## src/design/lpf_defs.svh

```systemverilog
// Filter constants shared by the interpolator chain
// Coefficients are odd-phase half-band taps in Q(LPF_COEF_FRAC)
// Twice their sum is 2**LPF_COEF_FRAC, so passband gain is unity
`ifndef LPF_DEFS_SVH
`define LPF_DEFS_SVH

`define LPF_COEF_FRAC   13

// C0 is the innermost symmetric pair
`define LPF_HB_C0       (18'sd4871)
`define LPF_HB_C1       (-18'sd1049)
`define LPF_HB_C2       (18'sd331)
`define LPF_HB_C3       (-18'sd57)

// Input samples kept per interpolator
`define LPF_HB_HIST     8

`define LPF_FIFO_DEPTH  4

`endif

```

## src/design/lpf_pkg.sv

```systemverilog
// Types shared by the stereo interpolator chain
// Accumulator width follows a DSP48-style 48-bit accumulator
package lpf_pkg;

    typedef logic signed [17:0] lpf_sample_t;
    typedef logic signed [17:0] lpf_coef_t;
    typedef logic signed [47:0] lpf_acc_t;

    // Owner of the shared MAC
    typedef enum logic {
        CLIENT_HB1,
        CLIENT_HB2
    } lpf_client_t;

    // Sequencer program steps
    typedef enum logic [2:0] {
        WAIT_IN,
        WAIT_HB1,
        POP_1_2,
        WAIT_HB2_A,
        POP_1_2_B,
        WAIT_HB2_B
    } lpf_seq_state_t;

endpackage

```

## src/design/sample_fifo.sv

```systemverilog
// Show-ahead FIFO for stereo sample pairs, head visible without a read
// Push when full and pop when empty are both ignored
`timescale 1ns/1ps
`include "lpf_defs.svh"

module sample_fifo import lpf_pkg::*; #(
    parameter int DEPTH = `LPF_FIFO_DEPTH
) (
    input  logic        reset,
    input  logic        clk,
    input  logic        push,
    input  logic        pop,
    input  lpf_sample_t data_in_l,
    input  lpf_sample_t data_in_r,
    output lpf_sample_t data_out_l,
    output lpf_sample_t data_out_r,
    output logic        empty
);

    localparam int PTR_W = (DEPTH > 1) ? $clog2(DEPTH) : 1;
    localparam int CNT_W = $clog2(DEPTH + 1);

    logic [35:0]      mem [DEPTH];
    logic [PTR_W-1:0] wr_ptr;
    logic [PTR_W-1:0] rd_ptr;
    logic [CNT_W-1:0] count;
    logic             do_push;
    logic             do_pop;

    assign empty   = (count == '0);
    assign do_push = push && (count != CNT_W'(DEPTH));
    assign do_pop  = pop && !empty;

    // Left sample in the upper half of each entry
    assign data_out_l = mem[rd_ptr][35:18];
    assign data_out_r = mem[rd_ptr][17:0];

    always_ff @(posedge reset) begin
        if (do_push) begin
            mem[wr_ptr] <= {data_in_l, data_in_r};
        end
    end

    always_ff @(posedge reset or posedge clk) begin
        if (clk) begin
            wr_ptr <= '0;
            rd_ptr <= '0;
            count  <= '0;
        end else begin
            if (do_push) begin
                wr_ptr <= (wr_ptr == PTR_W'(DEPTH - 1)) ? '0 : wr_ptr + 1'b1;
            end
            if (do_pop) begin
                rd_ptr <= (rd_ptr == PTR_W'(DEPTH - 1)) ? '0 : rd_ptr + 1'b1;
            end
            case ({do_push, do_pop})
                2'b10:   count <= count + 1'b1;
                2'b01:   count <= count - 1'b1;
                default: count <= count;
            endcase
        end
    end

endmodule

```

## src/design/mac_unit.sv

```systemverilog
// Shared two-lane pre-add, multiply, accumulate unit
// Result appears two cycles after the issuing cycle
// Only the client named by mac_owner reaches the datapath
`timescale 1ns/1ps

module mac_unit import lpf_pkg::*; (
    input  logic        reset,
    input  logic        clk,
    input  lpf_client_t mac_owner,
    input  logic        hb1_mac_en,
    input  logic        hb1_mac_clear,
    input  lpf_coef_t   hb1_mac_coef,
    input  lpf_sample_t hb1_mac_a_l,
    input  lpf_sample_t hb1_mac_b_l,
    input  lpf_sample_t hb1_mac_a_r,
    input  lpf_sample_t hb1_mac_b_r,
    input  logic        hb2_mac_en,
    input  logic        hb2_mac_clear,
    input  lpf_coef_t   hb2_mac_coef,
    input  lpf_sample_t hb2_mac_a_l,
    input  lpf_sample_t hb2_mac_b_l,
    input  lpf_sample_t hb2_mac_a_r,
    input  lpf_sample_t hb2_mac_b_r,
    output lpf_acc_t    acc_l,
    output lpf_acc_t    acc_r
);

    logic               sel_en;
    logic               sel_clear;
    lpf_coef_t          sel_coef;
    logic signed [18:0] pre_l;
    logic signed [18:0] pre_r;
    logic signed [36:0] prod_l;
    logic signed [36:0] prod_r;
    logic               en_q;
    logic               clear_q;

    // ------------------------------------------------------------
    // Owner mux and pre-adders
    // ------------------------------------------------------------
    always_comb begin
        if (mac_owner == CLIENT_HB1) begin
            sel_en    = hb1_mac_en;
            sel_clear = hb1_mac_clear;
            sel_coef  = hb1_mac_coef;
            pre_l     = 19'(hb1_mac_a_l) + 19'(hb1_mac_b_l);
            pre_r     = 19'(hb1_mac_a_r) + 19'(hb1_mac_b_r);
        end else begin
            sel_en    = hb2_mac_en;
            sel_clear = hb2_mac_clear;
            sel_coef  = hb2_mac_coef;
            pre_l     = 19'(hb2_mac_a_l) + 19'(hb2_mac_b_l);
            pre_r     = 19'(hb2_mac_a_r) + 19'(hb2_mac_b_r);
        end
    end

    always_ff @(posedge reset or posedge clk) begin
        if (clk) begin
            en_q    <= 1'b0;
            clear_q <= 1'b0;
        end else begin
            en_q    <= sel_en;
            clear_q <= sel_en && sel_clear;
        end
    end

    // Stage one multiply, stage two load or accumulate
    always_ff @(posedge reset) begin
        if (sel_en) begin
            prod_l <= pre_l * sel_coef;
            prod_r <= pre_r * sel_coef;
        end
        if (en_q) begin
            acc_l <= clear_q ? lpf_acc_t'(prod_l) : acc_l + lpf_acc_t'(prod_l);
            acc_r <= clear_q ? lpf_acc_t'(prod_r) : acc_r + lpf_acc_t'(prod_r);
        end
    end

endmodule

```

## src/design/halfband_interp.sv

```systemverilog
// Stereo 2x half-band interpolator on a shared MAC
// Even output one cycle after start, odd output and done eight cycles after
// A start while busy restarts the sequence
// MAC outputs are zero while idle so the owner mux sees clean inputs
`timescale 1ns/1ps
`include "lpf_defs.svh"

module halfband_interp import lpf_pkg::*; (
    input  logic        reset,
    input  logic        clk,
    input  logic        start,
    input  lpf_sample_t sample_in_l,
    input  lpf_sample_t sample_in_r,
    input  lpf_acc_t    acc_l,
    input  lpf_acc_t    acc_r,
    output logic        mac_en,
    output logic        mac_clear,
    output lpf_coef_t   mac_coef,
    output lpf_sample_t mac_a_l,
    output lpf_sample_t mac_b_l,
    output lpf_sample_t mac_a_r,
    output lpf_sample_t mac_b_r,
    output logic        sample_out_rdy,
    output lpf_sample_t sample_out_l,
    output lpf_sample_t sample_out_r,
    output logic        done
);

    localparam lpf_acc_t RND_HALF = lpf_acc_t'(1) << (`LPF_COEF_FRAC - 1);
    localparam lpf_acc_t SAT_MAX  = 48'sd131071;
    localparam lpf_acc_t SAT_MIN  = -48'sd131072;

    lpf_sample_t hist_l [`LPF_HB_HIST];
    lpf_sample_t hist_r [`LPF_HB_HIST];
    logic        busy;
    logic [2:0]  step;
    logic [1:0]  tap;
    logic [2:0]  idx_a;
    logic [2:0]  idx_b;
    lpf_acc_t    rnd_l;
    lpf_acc_t    rnd_r;
    lpf_acc_t    shift_l;
    lpf_acc_t    shift_r;
    lpf_sample_t odd_l;
    lpf_sample_t odd_r;

    // ------------------------------------------------------------
    // Tap issue, steps 1 to 4
    // ------------------------------------------------------------
    assign tap   = 2'(step - 3'd1);
    assign idx_a = 3'd3 - {1'b0, tap};
    assign idx_b = 3'd4 + {1'b0, tap};

    always_comb begin
        mac_en    = 1'b0;
        mac_clear = 1'b0;
        mac_coef  = '0;
        mac_a_l   = '0;
        mac_b_l   = '0;
        mac_a_r   = '0;
        mac_b_r   = '0;
        if (busy && step <= 3'd4) begin
            mac_en    = 1'b1;
            mac_clear = (step == 3'd1);
            mac_a_l   = hist_l[idx_a];
            mac_b_l   = hist_l[idx_b];
            mac_a_r   = hist_r[idx_a];
            mac_b_r   = hist_r[idx_b];
            case (tap)
                2'd0:    mac_coef = `LPF_HB_C0;
                2'd1:    mac_coef = `LPF_HB_C1;
                2'd2:    mac_coef = `LPF_HB_C2;
                default: mac_coef = `LPF_HB_C3;
            endcase
        end
    end

    // Drop fraction bits, then clamp to 18 bits
    always_comb begin
        shift_l = rnd_l >>> `LPF_COEF_FRAC;
        shift_r = rnd_r >>> `LPF_COEF_FRAC;
        if (shift_l > SAT_MAX) begin
            odd_l = 18'sh1ffff;
        end else if (shift_l < SAT_MIN) begin
            odd_l = 18'sh20000;
        end else begin
            odd_l = shift_l[17:0];
        end
        if (shift_r > SAT_MAX) begin
            odd_r = 18'sh1ffff;
        end else if (shift_r < SAT_MIN) begin
            odd_r = 18'sh20000;
        end else begin
            odd_r = shift_r[17:0];
        end
    end

    // ------------------------------------------------------------
    // Control and history
    // ------------------------------------------------------------
    always_ff @(posedge reset or posedge clk) begin
        if (clk) begin
            busy           <= 1'b0;
            step           <= '0;
            sample_out_rdy <= 1'b0;
            done           <= 1'b0;
            for (int i = 0; i < `LPF_HB_HIST; i++) begin
                hist_l[i] <= '0;
                hist_r[i] <= '0;
            end
        end else begin
            sample_out_rdy <= 1'b0;
            done           <= 1'b0;
            if (start) begin
                // h0 is the newest sample
                for (int i = `LPF_HB_HIST - 1; i > 0; i--) begin
                    hist_l[i] <= hist_l[i-1];
                    hist_r[i] <= hist_r[i-1];
                end
                hist_l[0]      <= sample_in_l;
                hist_r[0]      <= sample_in_r;
                busy           <= 1'b1;
                step           <= 3'd1;
                sample_out_rdy <= 1'b1;
            end else if (busy) begin
                step <= step + 3'd1;
                if (step == 3'd7) begin
                    busy           <= 1'b0;
                    sample_out_rdy <= 1'b1;
                    done           <= 1'b1;
                end
            end
        end
    end

    // Accumulator is valid at step 6
    always_ff @(posedge reset) begin
        if (busy && step == 3'd6) begin
            rnd_l <= acc_l + RND_HALF;
            rnd_r <= acc_r + RND_HALF;
        end
        if (start) begin
            // h3 of the shifted history is h2 before the shift
            sample_out_l <= hist_l[2];
            sample_out_r <= hist_r[2];
        end else if (busy && step == 3'd7) begin
            sample_out_l <= odd_l;
            sample_out_r <= odd_r;
        end
    end

endmodule

```

## src/design/interp_sequencer.sv

```systemverilog
// Fixed-schedule sequencer for the two interpolator stages
// Owns MAC arbitration; there is no request/grant handshake
// Input strobes outside WAIT_IN are dropped
`timescale 1ns/1ps

module interp_sequencer import lpf_pkg::*; (
    input  logic        reset,
    input  logic        clk,
    input  logic        sample_in_rdy,
    input  logic        hb1_done,
    input  logic        hb2_done,
    output logic        hb1_start,
    output logic        hb2_start,
    output logic        fifo_pop,
    output lpf_client_t mac_owner
);

    lpf_seq_state_t state;
    lpf_seq_state_t state_next;

    // ------------------------------------------------------------
    // Program step
    // ------------------------------------------------------------
    always_ff @(posedge reset or posedge clk) begin
        if (clk) begin
            state <= WAIT_IN;
        end else begin
            state <= state_next;
        end
    end

    always_comb begin
        state_next = state;
        case (state)
            WAIT_IN: begin
                if (sample_in_rdy) begin
                    state_next = WAIT_HB1;
                end
            end
            WAIT_HB1: begin
                if (hb1_done) begin
                    state_next = POP_1_2;
                end
            end
            POP_1_2: begin
                state_next = WAIT_HB2_A;
            end
            WAIT_HB2_A: begin
                if (hb2_done) begin
                    state_next = POP_1_2_B;
                end
            end
            POP_1_2_B: begin
                state_next = WAIT_HB2_B;
            end
            WAIT_HB2_B: begin
                if (hb2_done) begin
                    state_next = WAIT_IN;
                end
            end
            default: begin
                state_next = WAIT_IN;
            end
        endcase
    end

    // ------------------------------------------------------------
    // Strobes and MAC ownership
    // ------------------------------------------------------------
    assign hb1_start = (state == WAIT_IN) && sample_in_rdy;

    // Stage 2 captures the FIFO head in the pop cycle
    assign fifo_pop  = (state == POP_1_2) || (state == POP_1_2_B);
    assign hb2_start = fifo_pop;

    assign mac_owner = ((state == WAIT_IN) || (state == WAIT_HB1)) ? CLIENT_HB1
                                                                   : CLIENT_HB2;

endmodule

```

## src/design/interp_chain.sv

```systemverilog
// Stereo 4x interpolator, two half-band stages on one MAC
// Inputs must be at least 32 cycles apart, earlier strobes are dropped
// Output order per input is e0, o0, e1, o1 with no back-pressure
`timescale 1ns/1ps
`include "lpf_defs.svh"

module interp_chain import lpf_pkg::*; (
    input  logic        reset,
    input  logic        clk,
    input  logic        sample_in_rdy,
    input  lpf_sample_t sample_in_l,
    input  lpf_sample_t sample_in_r,
    output logic        sample_out_rdy,
    output lpf_sample_t sample_out_l,
    output lpf_sample_t sample_out_r
);

    logic        hb1_start;
    logic        hb2_start;
    logic        hb1_done;
    logic        hb2_done;
    logic        fifo_pop;
    lpf_client_t mac_owner;

    logic        hb1_out_rdy;
    lpf_sample_t hb1_out_l;
    lpf_sample_t hb1_out_r;
    lpf_sample_t hb2_in_l;
    lpf_sample_t hb2_in_r;

    logic        hb1_mac_en;
    logic        hb1_mac_clear;
    lpf_coef_t   hb1_mac_coef;
    lpf_sample_t hb1_mac_a_l;
    lpf_sample_t hb1_mac_b_l;
    lpf_sample_t hb1_mac_a_r;
    lpf_sample_t hb1_mac_b_r;
    logic        hb2_mac_en;
    logic        hb2_mac_clear;
    lpf_coef_t   hb2_mac_coef;
    lpf_sample_t hb2_mac_a_l;
    lpf_sample_t hb2_mac_b_l;
    lpf_sample_t hb2_mac_a_r;
    lpf_sample_t hb2_mac_b_r;
    lpf_acc_t    acc_l;
    lpf_acc_t    acc_r;

    interp_sequencer u_seq (
        .reset         (reset),
        .clk           (clk),
        .sample_in_rdy (sample_in_rdy),
        .hb1_done      (hb1_done),
        .hb2_done      (hb2_done),
        .hb1_start     (hb1_start),
        .hb2_start     (hb2_start),
        .fifo_pop      (fifo_pop),
        .mac_owner     (mac_owner)
    );

    halfband_interp u_hb1 (
        .reset          (reset),
        .clk            (clk),
        .start          (hb1_start),
        .sample_in_l    (sample_in_l),
        .sample_in_r    (sample_in_r),
        .acc_l          (acc_l),
        .acc_r          (acc_r),
        .mac_en         (hb1_mac_en),
        .mac_clear      (hb1_mac_clear),
        .mac_coef       (hb1_mac_coef),
        .mac_a_l        (hb1_mac_a_l),
        .mac_b_l        (hb1_mac_b_l),
        .mac_a_r        (hb1_mac_a_r),
        .mac_b_r        (hb1_mac_b_r),
        .sample_out_rdy (hb1_out_rdy),
        .sample_out_l   (hb1_out_l),
        .sample_out_r   (hb1_out_r),
        .done           (hb1_done)
    );

    // Stage 1 to stage 2, at most two entries in flight
    sample_fifo #(.DEPTH(`LPF_FIFO_DEPTH)) u_fifo (
        .reset      (reset),
        .clk        (clk),
        .push       (hb1_out_rdy),
        .pop        (fifo_pop),
        .data_in_l  (hb1_out_l),
        .data_in_r  (hb1_out_r),
        .data_out_l (hb2_in_l),
        .data_out_r (hb2_in_r),
        .empty      ()
    );

    halfband_interp u_hb2 (
        .reset          (reset),
        .clk            (clk),
        .start          (hb2_start),
        .sample_in_l    (hb2_in_l),
        .sample_in_r    (hb2_in_r),
        .acc_l          (acc_l),
        .acc_r          (acc_r),
        .mac_en         (hb2_mac_en),
        .mac_clear      (hb2_mac_clear),
        .mac_coef       (hb2_mac_coef),
        .mac_a_l        (hb2_mac_a_l),
        .mac_b_l        (hb2_mac_b_l),
        .mac_a_r        (hb2_mac_a_r),
        .mac_b_r        (hb2_mac_b_r),
        .sample_out_rdy (sample_out_rdy),
        .sample_out_l   (sample_out_l),
        .sample_out_r   (sample_out_r),
        .done           (hb2_done)
    );

    mac_unit u_mac (
        .reset         (reset),
        .clk           (clk),
        .mac_owner     (mac_owner),
        .hb1_mac_en    (hb1_mac_en),
        .hb1_mac_clear (hb1_mac_clear),
        .hb1_mac_coef  (hb1_mac_coef),
        .hb1_mac_a_l   (hb1_mac_a_l),
        .hb1_mac_b_l   (hb1_mac_b_l),
        .hb1_mac_a_r   (hb1_mac_a_r),
        .hb1_mac_b_r   (hb1_mac_b_r),
        .hb2_mac_en    (hb2_mac_en),
        .hb2_mac_clear (hb2_mac_clear),
        .hb2_mac_coef  (hb2_mac_coef),
        .hb2_mac_a_l   (hb2_mac_a_l),
        .hb2_mac_b_l   (hb2_mac_b_l),
        .hb2_mac_a_r   (hb2_mac_a_r),
        .hb2_mac_b_r   (hb2_mac_b_r),
        .acc_l         (acc_l),
        .acc_r         (acc_r)
    );

endmodule

```

## config.mk

```make
export PLATFORM = sky130hd
export DESIGN_NAME = interp_chain
export DESIGN_NICKNAME = d
export VERILOG_FILES = /design/src/design/lpf_pkg.sv /design/src/design/sample_fifo.sv /design/src/design/mac_unit.sv /design/src/design/halfband_interp.sv /design/src/design/interp_sequencer.sv /design/src/design/interp_chain.sv
export VERILOG_INCLUDE_DIRS = /design/src /design/src/design
export SDC_FILE = /design/constraint.sdc
export NUM_CORES = 2
export LEC_CHECK = 0
export ABC_CLOCK_PERIOD_IN_PS = 25200
export BUFFER_PORTS_ARGS = -buffer_cell sky130_fd_sc_hd__buf_2
export CAP_MARGIN = 20
export CORE_MARGIN = 4
export CORE_UTILIZATION = 65
export DETAILED_ROUTE_END_ITERATION = 8
export MAX_ROUTING_LAYER = met4
export PLACE_DENSITY = 0.82
export SLEW_MARGIN = 20
export SYNTH_ARGS = -nofsm -noshare
export SYNTH_HDL_FRONTEND = slang
export SYNTH_SLANG_ARGS = --single-unit
```

## constraint.sdc

```tcl
create_clock -name reset -period 25.2 [get_ports reset]
set_clock_uncertainty 0.1 [all_clocks]
set_input_delay 0 -clock reset [delete_from_list [all_inputs] [get_ports reset]]
set_output_delay 0 -clock reset [all_outputs]
set_load 0.005 [all_outputs]
```

==> reports/results.ini <==
[run_status]
outcome=finished clean

[logic_synthesis]
yosys-top-cells-count=nand2_1 (2060), inv_1 (962), fa_1 (628)
seq_area_frac_synth=0.3950
synth_largest_area_cell=edfxtp_1
synthesis.nets=8853
synth_xor_area_frac=0.03274
ys_warn_count=0
synth_edf_count=526
yosys.area.top_type_share=0.2025
synth_compound_area_frac=0.06537
synth_fa_ha_area_frac=0.2296
synth_flop_cell=dfrtp_1
synth_top_family_by_area=adder cells
yosys_register_bits=1126
synth.area.mux_share=0.05454
synth.avg_cell_area_um2=10.05
synthMostInstantiatedCell=nand2_1
synthSimpleGateAreaFrac=0.1629
synth_area_leaders=edfxtp_1 (20%), dfrtp_1 (19%), fa_1 (16%)
synth.distinct_cells=85
syn_area_mm2=0.07799
async_flop_share=0.5329
synthCells=7763

[clock_network]
clkSinkCount=1126
cts_root_buffer=clkbuf_16
cts.path.max_buffers=3
cts_hold_buf=85
cts_setup_buffers=0
cts_made_buffers=113
cts-resized-gates=0
clkTransAtPathRegs_ps=60
insertion_delay_ps=770
cts_tree=built
h-tree-depth=3

[timing]
period_needed_ps=13120
worst_slack_ps=12080
finalSetupTns_ps=0
slew_viol_final=0
fin_hold_ws_ps=244.7
slew_headroom=0.2194
hold_viol_final=0
max_freq_mhz=76.24
rsz0062_at_grt=no
worstMarginPinSlew_ps=1159
min_period_over_period=0.5205
finalSetupViolations=0

[floorplanning]
dieArea_mm2=0.1256
coreArea_mm2=0.1186
rows=126
start_util=0.6579
die_w_um=354.4
pin_count=76
fp.dieH_um=354.4

[detailed_routing]
num_vias=56730
routed.top_layer=met4
drc_errors=0
ant_nets=0
drtPass1Iterations=8
wl_per_cell_um=22.78
wl_met2_um=105100
routed_via_density=5.949
drtIter0Drc=5620
dr_wl_met3_um=15610
drt-met1-wl_um=78840
drt_wl_total_um=217200

[setup_path]
worst-path-max-fanout=54
r2r_slack_ps=12080
slowest_delay_ps=1090
critPathTopFamily=adder cells
reg2reg_to=u_mac.prod_l[36]
slowest_stage=dfrtp_4
cp.arrival_ps=13520
reg2reg_depth=37
cp.required_ps=25610
crit_top_cell=fa_1
crit_type=reg -> reg
worst_setup_path_start_kind=register
crit_path_end_kind=register
rr_startpoint=u_hb2.step[0]
critPathBufInv=6
critPathLaunch=u_hb2.step[0]

[grt]
grt_pass1_vias=58650
antenna_found_initial=7
grt_overflow=0
grt_pass1_wl_um=337600
grt_max_degree=152
grtUsageTotal=0.3636

[power]
ir_drop_v=0.00008461
total_leakage_power_uw=0.04114
power.total_uw=6644
power_density_mw_per_mm2=78.44

[place]
io_buffer_count=75
dp_slack_ps=12470
place_congestion=1.010
dp_hpwl_um=159800

[job]
drv_cap=0

[cells_and_area]
utilization=0.7145
fill_cells=8532
fin_nets=8924
syn_to_final_growth_pct=8.607
drive_gt1_frac=0.07301

[hold_path]
min_to=u_seq.state[0]
whs_path_depth=5
min_from=sample_in_rdy
min_path_type=in -> reg

-- cell type report --
| class | instances | area, µm² | share of cell area |
|---|---|---|---|
| Clock inverter | 36 | 399.1 | 0.004712 |
| Clock buffer | 175 | 3400 | 0.04013 |
| Sequential cell | 1126 | 30830 | 0.3639 |
| Timing Repair Buffer | 232 | 1795 | 0.02120 |
| Antenna cell | 6 | 15.01 | 0.0001773 |
| Multi-Input combinational cell | 5397 | 42640 | 0.5034 |
| Inverter | 964 | 3628 | 0.04284 |
| Tap cell | 1600 | 2002 | 0.02363 |
-- registers in the layout, summed over array words and instances, names as in the netlist, 18 cells and up --
register,count
u_hb1.hist_r,144
u_hb1.hist_l,144
u_hb2.hist_l,144
u_mac.prod_l,37
u_fifo.mem,144
u_mac.acc_l,48
u_hb2.sample_out_l,18
u_hb1.sample_out_r,18
u_hb2.rnd_l,35
u_hb1.rnd_l,35
u_hb2.rnd_r,35
u_hb2.sample_out_r,18
u_hb2.hist_r,144
u_mac.prod_r,37
u_mac.acc_r,48
u_hb1.sample_out_l,18
u_hb1.rnd_r,35
-- kinds of logic (layout without fill, tap and decap cells) --
logic type | after synthesis | in the layout
AND/OR/NAND/NOR | 3030 | 3030
buffers and inverters | 1240 | 1407
flip-flops | 1126 | 1126
adder cells (fa/ha/maj) | 1055 | 1055
AO/OA/AOI/OAI | 813 | 813
XOR/XNOR | 290 | 290
multiplexers | 209 | 209
other | 0 | 6
-- worst min-delay path: stages --
cell and delay (ps):
dlygate4sd3_1 560, buf_2 180, o21ai_0 150, a32o_1 130, a21oi_1 40
-- layer usage --
layer,global-route usage,vias to the layer above
met5,-,-
met4,0.2321,0
met3,0.05513,667
met2,0.5835,2440
met1,0.4343,28240
li1,-,25390
-- where the power goes --
group | switching (µW) | total, µW | internal [µW] | leakage (µW)
sequential | 287 | 2540 | 2250 | 0.0130
combinational | 1440 | 2380 | 939 | 0.0263
clock | 739 | 1720 | 981 | 0.00186
total | 2470 | 6640 | 4170 | 0.0411
-- layout by cell type (no fill, tap or decap), types with 69 or more instances in the layout --
master         Yosys  final
edfxtp_1         526    526
a21o_1           103    102
xnor2_1          203    203
clkbuf_16          0    120
dlygate4sd3_1      0     85
inv_1            962    960
buf_4              0     69
fa_1             628    628
nor2_1           406    404
nand2_1         2060   2058
and2_1           156    152
ha_1             423    421
a21oi_1          180    178
dfrtp_1          600    595
o21ai_0          261    261
xor2_1            86     86
mux4_2           172    172
buf_2              1     75
nand3_1           72     72
-- per-stage QoR --
step / std cells / area, µm²
finish: 9536 / 84710
global route: 9535 / 84700
global placement: 9234 / 80030
CTS: 9530 / 84690
detailed placement: 9234 / 80040
floorplan: 7763 / 77990
-- worst max-delay path by stage --
stage                        to  depth (start not counted)  slack (ps)
5_1_grt        u_mac.prod_l[36]                         39       11450
2_1_floorplan   u_fifo.count[0]                          1        8310
6_report       u_mac.prod_l[36]                         37       12080
3_5_place_dp   u_mac.prod_l[36]                         37       12470
3_3_place_gp   u_mac.prod_l[36]                         39       12760
4_1_cts        u_mac.prod_l[36]                         39       12380
Note: power is estimated with default switching activity, not from simulation.
